## src/ipv4_pkg.sv

```systemverilog
/* IPv4 header layout and protocol constants for the checksum channels.
   Modules reach these by scoped names such as ipv4_pkg::ip_header_t. */

package ipv4_pkg;

    ////////////////////////////////////////////////////////////
    // Field types

    // 32-bit IPv4 address
    typedef logic [31:0] ip_addr_t;

    // Version and header length (IHL, in 32-bit words)
    typedef logic [3:0] ip_version_t;
    typedef logic [3:0] ip_ihl_t;

    ////////////////////////////////////////////////////////////
    // Header struct, fields in wire order so the MSB goes out first

    typedef struct packed {
        ip_version_t version;
        ip_ihl_t     ihl;
        logic [5:0]  dscp;
        logic [1:0]  ecn;
        logic [15:0] total_length;
        logic [15:0] identification;
        logic [2:0]  flags;
        logic [12:0] fragment_offset;
        logic [7:0]  ttl;
        logic [7:0]  protocol;
        logic [15:0] checksum;
        ip_addr_t    src_addr;
        ip_addr_t    dst_addr;
    } ip_header_t;

    ////////////////////////////////////////////////////////////
    // Protocol constants

    localparam ip_version_t IP_VERSION_4 = 4'd4;

    // No options supported, so 5 words is the only legal length
    localparam ip_ihl_t IP_IHL_MIN = 4'd5;

    // 20-byte header as 16-bit checksum words
    localparam int HEADER_WORDS = 10;

endpackage

```

## src/csum_pkg.sv

```systemverilog
/* One's-complement checksum types, the receive status flags and the
   pipeline depth shared by both channels. */

package csum_pkg;

    // One 16-bit checksum word
    typedef logic [15:0] csum_word_t;

    // Ten words of 0xFFFF need 20 bits before folding
    typedef logic [19:0] csum_acc_t;

    // Receive-side result flags
    typedef struct packed {
        logic csum_ok;
        logic format_ok;
    } csum_status_t;

    // A correct header sums to negative zero
    localparam csum_word_t CSUM_ALL_ONES = 16'hFFFF;

    // Register stages per channel, also the channel latency
    localparam int PIPE_STAGES = 3;

endpackage

```

## src/ipv4_header_sum.sv

```systemverilog
/* Two-stage one's-complement adder over the ten header words.
   The parent channel supplies the words and the pipeline advance enable. */
`timescale 1ns/1ps

module ipv4_header_sum (
    input  logic                                              clk,
    input  logic                                              reset,
    input  logic                                              advance,
    input  csum_pkg::csum_word_t [ipv4_pkg::HEADER_WORDS-1:0] words,
    output csum_pkg::csum_word_t                              sum
);

    csum_pkg::csum_acc_t  part_lo;
    csum_pkg::csum_acc_t  part_hi;
    csum_pkg::csum_acc_t  part_lo_q;
    csum_pkg::csum_acc_t  part_hi_q;
    csum_pkg::csum_acc_t  total;
    csum_pkg::csum_acc_t  fold1;
    csum_pkg::csum_word_t fold2;

    ////////////////////////////////////////////////////////////
    // Stage 1: two partial sums of five words each

    always_comb begin
        part_lo = '0;
        part_hi = '0;
        for (int i = 0; i < ipv4_pkg::HEADER_WORDS / 2; i++) begin
            part_lo = part_lo + csum_pkg::csum_acc_t'(words[i]);
            part_hi = part_hi + csum_pkg::csum_acc_t'(words[i + ipv4_pkg::HEADER_WORDS / 2]);
        end
    end

    always_ff @(posedge clk) begin
        if (reset) begin
            part_lo_q <= '0;
            part_hi_q <= '0;
        end else if (advance) begin
            part_lo_q <= part_lo;
            part_hi_q <= part_hi;
        end
    end

    ////////////////////////////////////////////////////////////
    // Stage 2: add the halves and fold carries back in

    always_comb begin
        total = part_lo_q + part_hi_q;

        // First fold can leave a single carry in bit 16
        fold1 = csum_pkg::csum_acc_t'(total[15:0]) + csum_pkg::csum_acc_t'(total[19:16]);

        // Second fold cannot carry again since the low half is small when bit 16 is set
        fold2 = fold1[15:0] + csum_pkg::csum_word_t'(fold1[19:16]);
    end

    always_ff @(posedge clk) begin
        if (reset) begin
            sum <= '0;
        end else if (advance) begin
            sum <= fold2;
        end
    end

endmodule

```

## src/ipv4_checksum_verify.sv

```systemverilog
/* Receive channel: checks the header checksum and the version/length fields,
   then returns the header unchanged with a status word three stages later. */
`timescale 1ns/1ps

module ipv4_checksum_verify (
    input  logic                   clk,
    input  logic                   reset,
    input  logic                   in_valid,
    output logic                   in_ready,
    input  ipv4_pkg::ip_header_t   in_header,
    output logic                   out_valid,
    input  logic                   out_ready,
    output ipv4_pkg::ip_header_t   out_header,
    output csum_pkg::csum_status_t out_status
);

    logic                                              advance;
    logic [csum_pkg::PIPE_STAGES-1:0]                  valid_q;
    csum_pkg::csum_word_t [ipv4_pkg::HEADER_WORDS-1:0] words;
    csum_pkg::csum_word_t                              sum;
    logic                                              fmt_in;
    logic                                              fmt1_q;
    logic                                              fmt2_q;
    ipv4_pkg::ip_header_t                              hdr1_q;
    ipv4_pkg::ip_header_t                              hdr2_q;

    ////////////////////////////////////////////////////////////
    // Flow control

    // Whole pipeline moves as one unless the output is stalled
    assign advance   = !out_valid || out_ready;
    assign in_ready  = advance;
    assign out_valid = valid_q[csum_pkg::PIPE_STAGES-1];

    always_ff @(posedge clk) begin
        if (reset) begin
            valid_q <= '0;
        end else if (advance) begin
            valid_q <= {valid_q[csum_pkg::PIPE_STAGES-2:0], in_valid};
        end
    end

    ////////////////////////////////////////////////////////////
    // Sum over all ten words, checksum field included

    assign words = in_header;

    ipv4_header_sum u_header_sum (
        .clk     (clk),
        .reset   (reset),
        .advance (advance),
        .words   (words),
        .sum     (sum)
    );

    assign fmt_in = (in_header.version == ipv4_pkg::IP_VERSION_4) &&
                    (in_header.ihl == ipv4_pkg::IP_IHL_MIN);

    // Header and format flag ride alongside the sum stages
    always_ff @(posedge clk) begin
        if (advance) begin
            hdr1_q <= in_header;
            fmt1_q <= fmt_in;
            hdr2_q <= hdr1_q;
            fmt2_q <= fmt1_q;

            // Stage 3 output
            out_header           <= hdr2_q;
            out_status.csum_ok   <= (sum == csum_pkg::CSUM_ALL_ONES);
            out_status.format_ok <= fmt2_q;
        end
    end

    // A stalled result must stay put until the sink takes it
    a_hold_output : assert property (
        @(posedge clk) disable iff (reset)
        out_valid && !out_ready |=>
            out_valid && $stable(out_header) && $stable(out_status)
    ) else $error("verify output changed while stalled");

endmodule

```

## src/ipv4_checksum_insert.sv

```systemverilog
/* Transmit channel: computes the header checksum over the other nine words
   and writes it into the checksum field, three stages after acceptance. */
`timescale 1ns/1ps

module ipv4_checksum_insert (
    input  logic                 clk,
    input  logic                 reset,
    input  logic                 in_valid,
    output logic                 in_ready,
    input  ipv4_pkg::ip_header_t in_header,
    output logic                 out_valid,
    input  logic                 out_ready,
    output ipv4_pkg::ip_header_t out_header
);

    logic                                              advance;
    logic [csum_pkg::PIPE_STAGES-1:0]                  valid_q;
    ipv4_pkg::ip_header_t                              hdr_zeroed;
    csum_pkg::csum_word_t [ipv4_pkg::HEADER_WORDS-1:0] words;
    csum_pkg::csum_word_t                              sum;
    ipv4_pkg::ip_header_t                              hdr1_q;
    ipv4_pkg::ip_header_t                              hdr2_q;
    ipv4_pkg::ip_header_t                              hdr_filled;

    // Full one's-complement fold of a header
    function automatic csum_pkg::csum_word_t fold_header(ipv4_pkg::ip_header_t hdr);
        csum_pkg::csum_word_t [ipv4_pkg::HEADER_WORDS-1:0] w;
        csum_pkg::csum_acc_t                               acc;
        w   = hdr;
        acc = '0;
        for (int i = 0; i < ipv4_pkg::HEADER_WORDS; i++) begin
            acc = acc + csum_pkg::csum_acc_t'(w[i]);
        end
        acc = csum_pkg::csum_acc_t'(acc[15:0]) + csum_pkg::csum_acc_t'(acc[19:16]);
        acc = csum_pkg::csum_acc_t'(acc[15:0]) + csum_pkg::csum_acc_t'(acc[19:16]);
        return acc[15:0];
    endfunction

    ////////////////////////////////////////////////////////////
    // Flow control

    assign advance   = !out_valid || out_ready;
    assign in_ready  = advance;
    assign out_valid = valid_q[csum_pkg::PIPE_STAGES-1];

    always_ff @(posedge clk) begin
        if (reset) begin
            valid_q <= '0;
        end else if (advance) begin
            valid_q <= {valid_q[csum_pkg::PIPE_STAGES-2:0], in_valid};
        end
    end

    ////////////////////////////////////////////////////////////
    // Sum with the incoming checksum field treated as zero

    always_comb begin
        hdr_zeroed          = in_header;
        hdr_zeroed.checksum = '0;
    end

    assign words = hdr_zeroed;

    ipv4_header_sum u_header_sum (
        .clk     (clk),
        .reset   (reset),
        .advance (advance),
        .words   (words),
        .sum     (sum)
    );

    // Stage 3 writes the complemented sum, everything else passes through
    always_comb begin
        hdr_filled          = hdr2_q;
        hdr_filled.checksum = ~sum;
    end

    always_ff @(posedge clk) begin
        if (advance) begin
            hdr1_q     <= in_header;
            hdr2_q     <= hdr1_q;
            out_header <= hdr_filled;
        end
    end

    a_hold_output : assert property (
        @(posedge clk) disable iff (reset)
        out_valid && !out_ready |=> out_valid && $stable(out_header)
    ) else $error("insert output changed while stalled");

    // Inserted checksum closes the header sum to all ones
    a_checksum_closes : assert property (
        @(posedge clk) disable iff (reset)
        out_valid |-> fold_header(out_header) == csum_pkg::CSUM_ALL_ONES
    ) else $error("inserted checksum does not close the header sum");

endmodule

```

## src/ipv4_checksum_unit.sv

```systemverilog
/* Top level with independent receive (verify) and transmit (insert) channels,
   each a three-stage valid/ready pipeline carrying one header per transfer. */
`timescale 1ns/1ps

module ipv4_checksum_unit (
    input  logic                   clk,
    input  logic                   reset,

    // Receive channel
    input  logic                   rx_in_valid,
    output logic                   rx_in_ready,
    input  ipv4_pkg::ip_header_t   rx_in_header,
    output logic                   rx_out_valid,
    input  logic                   rx_out_ready,
    output ipv4_pkg::ip_header_t   rx_out_header,
    output csum_pkg::csum_status_t rx_out_status,

    // Transmit channel
    input  logic                   tx_in_valid,
    output logic                   tx_in_ready,
    input  ipv4_pkg::ip_header_t   tx_in_header,
    output logic                   tx_out_valid,
    input  logic                   tx_out_ready,
    output ipv4_pkg::ip_header_t   tx_out_header
);

    ////////////////////////////////////////////////////////////
    // Receive path

    ipv4_checksum_verify u_verify (
        .clk        (clk),
        .reset      (reset),
        .in_valid   (rx_in_valid),
        .in_ready   (rx_in_ready),
        .in_header  (rx_in_header),
        .out_valid  (rx_out_valid),
        .out_ready  (rx_out_ready),
        .out_header (rx_out_header),
        .out_status (rx_out_status)
    );

    ////////////////////////////////////////////////////////////
    // Transmit path

    ipv4_checksum_insert u_insert (
        .clk        (clk),
        .reset      (reset),
        .in_valid   (tx_in_valid),
        .in_ready   (tx_in_ready),
        .in_header  (tx_in_header),
        .out_valid  (tx_out_valid),
        .out_ready  (tx_out_ready),
        .out_header (tx_out_header)
    );

endmodule

```

## config.mk

```make
export PLATFORM = sky130hd
export DESIGN_NAME = ipv4_checksum_unit
export DESIGN_NICKNAME = d
export VERILOG_FILES = /design/src/ipv4_pkg.sv /design/src/csum_pkg.sv /design/src/ipv4_header_sum.sv /design/src/ipv4_checksum_verify.sv /design/src/ipv4_checksum_insert.sv /design/src/ipv4_checksum_unit.sv
export SDC_FILE = /design/constraint.sdc
export NUM_CORES = 1
export LEC_CHECK = 0
export ABC_AREA = 0
export BUFFER_PORTS_ARGS = -buffer_cell sky130_fd_sc_hd__buf_2
export CAP_MARGIN = 10
export CELL_PAD_IN_SITES_DETAIL_PLACEMENT = 2
export CELL_PAD_IN_SITES_GLOBAL_PLACEMENT = 2
export CORE_ASPECT_RATIO = 0.8
export CORE_MARGIN = 3
export CORE_UTILIZATION = 41
export CTS_CLUSTER_SIZE = 24
export DETAILED_ROUTE_END_ITERATION = 10
export GPL_TIMING_DRIVEN = 0
export PLACE_DENSITY_LB_ADDON = 0.1
export SKIP_CTS_REPAIR_TIMING = 1
export SYNTH_ARGS = -nofsm -noshare
export SYNTH_HDL_FRONTEND = slang
export SYNTH_SLANG_ARGS = --single-unit
```

## constraint.sdc

```tcl
create_clock -name clk -period 17.7 [get_ports clk]
set_input_delay 0 -clock clk [delete_from_list [all_inputs] [get_ports clk]]
set_output_delay 0 -clock clk [all_outputs]
set_load 0.02 [all_outputs]
```

==> qor.tcl, run 1 <==
set qor(row_count) 103
set qor(grt_max_degree) 76
set qor(ir_drop_uv) 93.0
set qor(antenna_violations_before_repair) 7
set qor(cts_tree) {yes}
set qor(globalRoute.totalOverflow) 0
set qor(effective_utilization_at_floorplan) 0.416
set qor(synthesis_to_layout_area_growth_pct) 28.9
set qor(crit_slowest_cell) {sky130_fd_sc_hd__nor4_1}
set qor(instances_no_fill) 4838
set qor(yosys.area.top_type_share) 0.679
set qor(yosys_most_used_dff) {sky130_fd_sc_hd__edfxtp_1}
set qor(cts.sink_count) 1045
set qor(viasPerCell) 5.20
set qor(cts_inserted_buffers) 105
set qor(final_antenna_net_count) 0
set qor(rsz_0062_raised_after_global_routing) {no}
set qor(port_buffers) 635
set qor(timing.hold.worst.class) {in -> reg}
set qor(synth.area.top_cells) {sky130_fd_sc_hd__edfxtp_1, sky130_fd_sc_hd__fa_1, sky130_fd_sc_hd__dfxtp_1, sky130_fd_sc_hd__ha_1, sky130_fd_sc_hd__nand2_1}
set qor(dr.first_iter.drc_count) 1872
set qor(cp_max_fo) 5
set qor(finalPower_uw) 7890
set qor(post-place-cells) 4329
set qor(worst_hold_startpoint) {tx_in_header[118]}
set qor(groute.usage.overall) 0.242
set qor(syn_area_sq_um) 41200
set qor(synthTopCellsByCount) {sky130_fd_sc_hd__edfxtp_1, sky130_fd_sc_hd__fa_1, sky130_fd_sc_hd__nand2_1}
set qor(rr_endpoint) {u_insert.u_header_sum.sum[10]}
set qor(reg2regPathDepth) 30
set qor(critical_path_class) {reg -> reg}
set qor(worstHoldEndpoint) {u_insert.hdr1_q[118]}
set qor(reg2reg_setup_slack_ns) 9.40
set qor(drt_wl_total_um) 141000
set qor(clock.fmax_ghz) 0.121
set qor(post-route-drc-count) 0
set qor(drt_wl_cell_um) 29.2
set qor(synth_cell_type_count) 83
set qor(crit_path_start_kind) {register}
set qor(power_leakage_uw) 0.0212
set qor(pin_count) 652
set qor(critPathBufInv) 1
set qor(cell_with_the_most_instances_after_synthesis) {sky130_fd_sc_hd__edfxtp_1}
set qor(finClkSkew_ns) 0.0362
set qor(first_pass_iters) 5
set qor(synth_fp_nets) 2994
set qor(die_area_sq_um) 104000
set qor(finalCritPeriodShare) 0.469
set qor(slew_headroom) 0.348
set qor(timing.critical_path.slowest_cell_delay_ns) 0.66
set qor(path_clk_slew_ns) 0.07
set qor(die_height_um) 290
set qor(finalWorstPathRequiredPeriod_ns) 8.30
set qor(dp_hpwl_um) 93500
set qor(finalSetupViolations) 0
set qor(crit_top_cell) {sky130_fd_sc_hd__nor2_1}
set qor(drive_above_1_share) 0.240
set qor(post-synth-top-area-cell) {sky130_fd_sc_hd__edfxtp_1}
set qor(fin_nets) 4057
set qor(worstPathRequired_ns) 18.30
set qor(routabilityCongestion) 0.796
set qor(clk_latency_ns) 0.73
set qor(number_of_vias_in_the_routed_layout) 25134
set qor(final_hold_viol_count) 0
set qor(min_path_cells) 2
set qor(ys_warn_count) 0
set qor(worstReg2RegStart) {u_insert.u_header_sum.part_lo_q[1]}
set qor(synth_edf_count) 932
set qor(dieWidth_um) 361
set qor(coreArea_sq_um) 99200
set qor(total_of_max_cap_violations) 0
set qor(ys_async_sr_fraction) 0
set qor(status) {complete, no violations}
set qor(h-tree-depth) 3
set qor(postLayoutCoreUtil) 0.536
set qor(fin_setup_tns_ns) 0
set qor(syn_area_per_cell_sq_um) 17.4
set qor(yosys_register_bits) 1045
set qor(fill_cells) 8868
set qor(clockRootBuffer) {sky130_fd_sc_hd__clkbuf_16}
set qor(final-max-slew-violation-count) 0
set qor(power_density_nw_per_um2) 148
set qor(synthesis.instances) 2368
set qor(cpLargestDelayFamily) {compound AO/OA/AOI/OAI gates}
set qor(cts.path.max_buffers) 3
set qor(crit_arrival_ns) 8.90
set qor(timing.critical_path.to_type) {register}
set qor(tightestPinTransition_ns) 0.978
set qor(seq_area_frac_synth) 0.733
set qor(first_global_vias) 26789
set qor(global_route_wire_length_before_repair_um) 185000
routing by layer:
layer  share of wire  vias up  global-route usage
li1                -    10991                   -
met1            0.40    13208               0.302
met2            0.53      773               0.428
met3           0.056      160              0.0583
met4           0.018        2              0.0593
met5        0.000092        -                   0
state kept, by name, summed over array words and instances, names as in the netlist:
register,count
u_verify.hdr2_q,160
u_verify.u_header_sum.sum,16
u_verify.out_status,2
u_insert.out_header,160
u_verify.u_header_sum.part_hi_q,19
u_verify.hdr1_q,160
u_insert.u_header_sum.part_hi_q,19
u_verify.fmt1_q,1
u_verify.out_header,160
u_verify.u_header_sum.part_lo_q,19
u_verify.fmt2_q,1
u_insert.u_header_sum.part_lo_q,18
u_insert.hdr1_q,144
u_insert.hdr2_q,144
u_verify.valid_q,3
u_insert.u_header_sum.sum,16
u_insert.valid_q,3
worst register-to-register path, delay by kind of cell (launching register included):
family / cells / cell delay (ns)
buffers and inverters: 1 / 0.16
xor gates and xnor gates: 1 / 0.57
and+or+nand+nor: 12 / 2.74
adders and majority gates: 4 / 1.24
DFF: 1 / 0.42
AOI/OAI and AO/OA: 12 / 3.05
where the power goes:
group          switching [uW]  internal, uW
registers                 157          2970
clock network            1060          1360
logic                    1430           913
worst max path at each step:
stage / start / cells past startpoint / to / slack, ns
finish: u_insert.u_header_sum.part_lo_q[1] / 30 / u_insert.u_header_sum.sum[10] / 9.40
global route: u_insert.u_header_sum.part_hi_q[1] / 30 / u_insert.u_header_sum.sum[10] / 8.77
CTS: u_insert.u_header_sum.part_lo_q[0] / 32 / u_insert.u_header_sum.sum[10] / 9.66
detailed placement: u_insert.u_header_sum.part_lo_q[0] / 32 / u_insert.u_header_sum.sum[10] / 9.77
global placement: u_verify.valid_q[2] / 5 / rx_in_ready / -3.31
floorplan: u_verify.valid_q[2] / 5 / u_verify.u_header_sum.part_hi_q[13] / 2.46
kinds of logic (layout without fill, tap and decap cells):
family	after synthesis	after routing	synth area share
flops	1045	1045	0.733
simple gates	448	448	0.0538
compound gates	344	344	0.0542
fa+ha+maj	301	301	0.123
buf+inv	120	1273	0.0111
xor+xnor	108	108	0.0231
mux	2	2	0.000789
other cells	0	5	0
cell type report:
type / count / area [sq um] / share of cell area
Clock inverter: 51 / 684 / 0.0129
Tap cell: 1312 / 1640 / 0.0309
Sequential cell: 1045 / 30200 / 0.569
Timing Repair Buffer: 956 / 6640 / 0.125
Inverter: 81 / 304 / 0.00572
Buffer: 39 / 163 / 0.00306
Antenna cell: 5 / 12.5 / 0.000235
Multi-Input combinational cell: 1203 / 10500 / 0.198
Clock buffer: 146 / 2920 / 0.0550
metrics by stage:
step	cell area [sq um]	worst slack [ns]	hold slack, ns
final	53100	9.40	0.0356
after detailed placement	46500	9.77	0.200
after CTS	50100	9.66	-0.571
after global placement	46100	-3.31	0.195
after floorplan	41200	2.46	0.0989
after global routing	53100	8.77	-0.000311
placed cells by master (no fill, tap or decap), types with 8 or more instances in the layout:
| cell type | count |
|---|---|
| sky130_fd_sc_hd__edfxtp_1 | 932 |
| sky130_fd_sc_hd__buf_2 | 636 |
| sky130_fd_sc_hd__dlygate4sd3_1 | 307 |
| sky130_fd_sc_hd__fa_1 | 177 |
| sky130_fd_sc_hd__nand2_1 | 169 |
| sky130_fd_sc_hd__a21oi_1 | 126 |
| sky130_fd_sc_hd__ha_1 | 123 |
| sky130_fd_sc_hd__dfxtp_1 | 113 |
| sky130_fd_sc_hd__clkbuf_16 | 106 |
| sky130_fd_sc_hd__nor2_1 | 91 |
| sky130_fd_sc_hd__inv_1 | 79 |
| sky130_fd_sc_hd__xnor2_1 | 71 |
| sky130_fd_sc_hd__clkbuf_1 | 58 |
| sky130_fd_sc_hd__o21ai_0 | 49 |
| sky130_fd_sc_hd__xor2_1 | 36 |
| sky130_fd_sc_hd__a21o_1 | 35 |
| sky130_fd_sc_hd__a211oi_1 | 32 |
| sky130_fd_sc_hd__nand3_1 | 29 |
| sky130_fd_sc_hd__nor3_1 | 28 |
| sky130_fd_sc_hd__o21a_1 | 23 |
| sky130_fd_sc_hd__nor2b_1 | 20 |
| sky130_fd_sc_hd__nand4_1 | 16 |
| sky130_fd_sc_hd__clkinv_2 | 16 |
| sky130_fd_sc_hd__or3_1 | 15 |
| sky130_fd_sc_hd__buf_16 | 14 |
| sky130_fd_sc_hd__bufinv_16 | 13 |
| sky130_fd_sc_hd__clkbuf_8 | 12 |
| sky130_fd_sc_hd__clkinv_1 | 11 |
| sky130_fd_sc_hd__o31ai_1 | 11 |
| sky130_fd_sc_hd__a31oi_1 | 11 |
| sky130_fd_sc_hd__and3_1 | 9 |
| sky130_fd_sc_hd__nand2b_1 | 9 |
| sky130_fd_sc_hd__and2_1 | 9 |
| sky130_fd_sc_hd__or2_2 | 8 |
Power figures use the tool's default switching activity.
==> run 2: changes to the inputs <==
Settings changed: ABC_AREA 0 to 1, CORE_UTILIZATION 41 to 40.
Clock period 17.7 ns to 8 ns, I/O delays scaled along.
==> run 2 against run 1 <==
Non-clock buffer count fell by 8. Worst setup slack got worse by 8.1 ns. Combinational power rose by 140%. Clock skew rose by 0.0041 ns. Worst hold slack got worse by 0.013 ns. Utilization fell by 1.8 points. Critical path type unchanged. Largest cell class unchanged.
==> qor.tcl, run 2 <==
set qor(status) {complete, no violations}
set qor(groute.usage.overall) 0.225 ;# -0.0172
set qor(power_leakage_uw) 0.0227 ;# +6.9%
set qor(crit_slowest_cell) {sky130_fd_sc_hd__fa_1}
set qor(path_clk_slew_ns) 0.09 ;# +0.02 ns
set qor(ys_async_sr_fraction) 0 ;# unchanged
set qor(synth_edf_count) 932 ;# unchanged
set qor(yosys.area_share.simple) 0.0700 ;# +0.0162
set qor(synth_cell_type_count) 42 ;# -49%
set qor(synth_fp_nets) 3391 ;# +13%
set qor(cp_max_fo) 5 ;# unchanged
set qor(timing.critical_path.depth) 42 ;# +40%
set qor(fill_cells) 9754 ;# +10%
set qor(worstPathRequired_ns) 8.57 ;# -9.73 ns
set qor(pin_count) 652 ;# unchanged
set qor(crit_top_cell) {sky130_fd_sc_hd__nand2_1}
set qor(drt_wl_total_um) 142000 ;# +0.67%
set qor(row_count) 106 ;# +2.9%
set qor(cts_inserted_buffers) 108 ;# +2.9%
set qor(cts.sink_count) 1045 ;# unchanged
set qor(clockRootBuffer) {sky130_fd_sc_hd__clkbuf_16}
set qor(viasPerCell) 5.01 ;# -3.5%
set qor(power_density_nw_per_um2) 327 ;# +120%
set qor(routabilityCongestion) 0.817 ;# +2.6%
set qor(ys_warn_count) 0 ;# unchanged
set qor(tightestPinTransition_ns) 1.04 ;# +0.0662 ns
set qor(globalRoute.totalOverflow) 0 ;# unchanged
set qor(total_of_max_cap_violations) 0 ;# unchanged
set qor(coreArea_sq_um) 105000 ;# +5.5%
set qor(synth_fa_ha_area_frac) 0.120 ;# -0.00332
set qor(drive_above_1_share) 0.229 ;# -0.0114
set qor(seq_area_frac_synth) 0.715 ;# -0.0183
set qor(reg2regPathDepth) 42 ;# +40%
set qor(timing.critical_path.slowest_cell_delay_ns) 0.41 ;# -0.25 ns
set qor(die_area_sq_um) 110000 ;# +5.0%
set qor(synthesis.instances) 2765 ;# +17%
set qor(critical_path_class) {reg -> reg}
set qor(post-synth-top-area-cell) {sky130_fd_sc_hd__edfxtp_1}
set qor(synthesis_to_layout_area_growth_pct) 28.0
set qor(min_path_cells) 2 ;# unchanged
set qor(cpLargestDelayFamily) {simple AND/OR/NAND/NOR gates}
set qor(ir_drop_uv) 254 ;# +170%
set qor(dp_hpwl_um) 95000 ;# +1.7%
set qor(finClkSkew_ns) 0.0403 ;# +0.00410 ns
set qor(synth_top_family_by_area) {adder cells}
set qor(final_antenna_net_count) 0 ;# unchanged
set qor(number_of_vias_in_the_routed_layout) 26697 ;# +6.2%
set qor(die_height_um) 297 ;# +2.5%
set qor(finalSetupViolations) 0 ;# unchanged
set qor(finalPower_uw) 17700 ;# +120%
set qor(layout.cells.most_common) {sky130_fd_sc_hd__edfxtp_1}
set qor(post-route-drc-count) 0 ;# unchanged
set qor(crit_path_start_kind) {register}
set qor(crit_arrival_ns) 7.25 ;# -1.65 ns
set qor(yosys-mux-area-fraction) 0 ;# -0.000789
set qor(global_route_wire_length_before_repair_um) 184000 ;# -0.83%
set qor(synthTopCellsByCount) {sky130_fd_sc_hd__edfxtp_1, sky130_fd_sc_hd__nand2_1, sky130_fd_sc_hd__inv_1}
set qor(first_global_vias) 28050 ;# +4.7%
set qor(final_hold_viol_count) 0 ;# unchanged
set qor(cell_with_the_most_instances_after_synthesis) {sky130_fd_sc_hd__edfxtp_1}
set qor(final-max-slew-violation-count) 0 ;# unchanged
set qor(grt_max_degree) 126 ;# +66%
set qor(clk_latency_ns) 0.74 ;# about the same
set qor(layout_common_cells) {sky130_fd_sc_hd__edfxtp_1, sky130_fd_sc_hd__buf_2, sky130_fd_sc_hd__nand2_1}
set qor(synthXorXnorAreaFrac) 0.0172 ;# -0.00593
set qor(syn_area_sq_um) 42300 ;# +2.6%
set qor(drt_wl_cell_um) 26.7 ;# -8.6%
set qor(h-tree-depth) 3 ;# unchanged
set qor(effective_utilization_at_floorplan) 0.404 ;# -0.0114
set qor(finalCritPeriodShare) 0.835 ;# +0.366
set qor(timing.critical_path.to_type) {register}
set qor(cts_tree) {yes}
set qor(critPathBufInv) 7 ;# +6
set qor(timing.hold.worst.class) {in -> reg}
set qor(synth.area.top_cells) {sky130_fd_sc_hd__edfxtp_1, sky130_fd_sc_hd__fa_1, sky130_fd_sc_hd__dfxtp_1, sky130_fd_sc_hd__ha_1, sky130_fd_sc_hd__nand2_1}
set qor(syn_area_per_cell_sq_um) 15.3 ;# -12%
set qor(slew_headroom) 0.301 ;# -0.0467
set qor(fin_worst_hold_slack_ns) 0.0226 ;# -0.0131 ns
set qor(fin_nets) 4452 ;# +9.7%
set qor(finalWorstPathRequiredPeriod_ns) 6.68 ;# -1.62 ns
set qor(yosys.area.top_type_share) 0.662 ;# -0.0169
set qor(yosys_register_bits) 1045 ;# unchanged
set qor(port_buffers) 634 ;# -0.16%
set qor(yosys_most_used_dff) {sky130_fd_sc_hd__edfxtp_1}
set qor(antenna_violations_before_repair) 4 ;# -3
set qor(first_pass_iters) 5 ;# unchanged
set qor(cts.path.max_buffers) 3 ;# unchanged
set qor(dr.first_iter.drc_count) 1911 ;# +2.1%
set qor(rsz_0062_raised_after_global_routing) {no}
set qor(clock.fmax_ghz) 0.150 ;# +24%
set qor(synth-compound-area-share) 0.0490 ;# -0.00517
set qor(dieWidth_um) 370 ;# +2.5%
[run 2: changes by cell type in the layout (fill, tap and decap cells not counted), sizes merged, moves of 28 or more]
| cell | previous run | this run |
|---|---|---|
| a211oi | 32 | 1 |
| a21o | 35 | 7 |
| inv | 84 | 286 |
| nand2 | 169 | 387 |
| nand3 | 29 | 114 |
| nor2 | 93 | 123 |
| o21ai | 53 | 136 |
| o21bai | 3 | 53 |
| xnor2 | 72 | 34 |
[run 2: logic make-up after synthesis]
family	count (synthesis)
compound gates	359
flops	1045
simple gates	659
xor+xnor	83
buf+inv	319
fa+ha+maj	300
[run 2: stage by stage]
stage / util / cell area [sq um] / TNS (ns) / std cells / setup slack [ns]
2_1_floorplan: - / 42300 / 0 / 2765 / 0.213
3_3_place_gp: 0.451 / 47200 / -1711.54 / 4803 / -2.68
3_5_place_dp: 0.454 / 47500 / 0 / 4811 / 1.39
4_1_cts: 0.488 / 51000 / 0 / 5014 / 1.34
5_1_grt: 0.517 / 54100 / 0 / 5323 / 0.750
6_report: 0.517 / 54100 / 0 / 5326 / 1.32
[run 2: report_power, final]
group | leakage [uW] | total (uW) | switching, uW | internal, uW
registers | 0.0107 | 6970 | 346 | 6630
logic | 0.0102 | 5540 | 3670 | 1870
clock network | 0.00172 | 5210 | 2360 | 2850
[run 2: metal layers]
| metal | vias up | wire, um | track usage |
|---|---|---|---|
| met4 | 2 | 2510 | 0.0513 |
| met2 | 739 | 73300 | 0.382 |
| met1 | 13920 | 58300 | 0.291 |
| li1 | 11889 | - | - |
| met5 | - | 9 | 0 |
| met3 | 147 | 8010 | 0.0561 |
[run 2: area by class of cell]
| type | count | area [sq um] | share of cell area |
|---|---|---|---|
| Multi-Input combinational cell | 1401 | 10800 | 0.200 |
| Inverter | 283 | 1060 | 0.0196 |
| Antenna cell | 3 | 7.51 | 0.000139 |
| Tap cell | 1404 | 1760 | 0.0325 |
| Sequential cell | 1045 | 30200 | 0.559 |
| Clock inverter | 70 | 698 | 0.0129 |
| Timing Repair Buffer | 951 | 6490 | 0.120 |
| Clock buffer | 133 | 2860 | 0.0528 |
| Buffer | 36 | 160 | 0.00296 |
[run 2: path summary, 6_finish.rpt]
check                                                      to  slack (ns)                               start
worst max-delay path            u_insert.u_header_sum.sum[12]        1.32  u_insert.u_header_sum.part_lo_q[0]
worst min-delay path                      u_verify.hdr1_q[39]        0.02                    rx_in_header[39]
worst max register to register  u_insert.u_header_sum.sum[12]        1.32  u_insert.u_header_sum.part_lo_q[0]
worst min register to register       u_verify.out_header[151]        0.41                u_verify.hdr2_q[151]
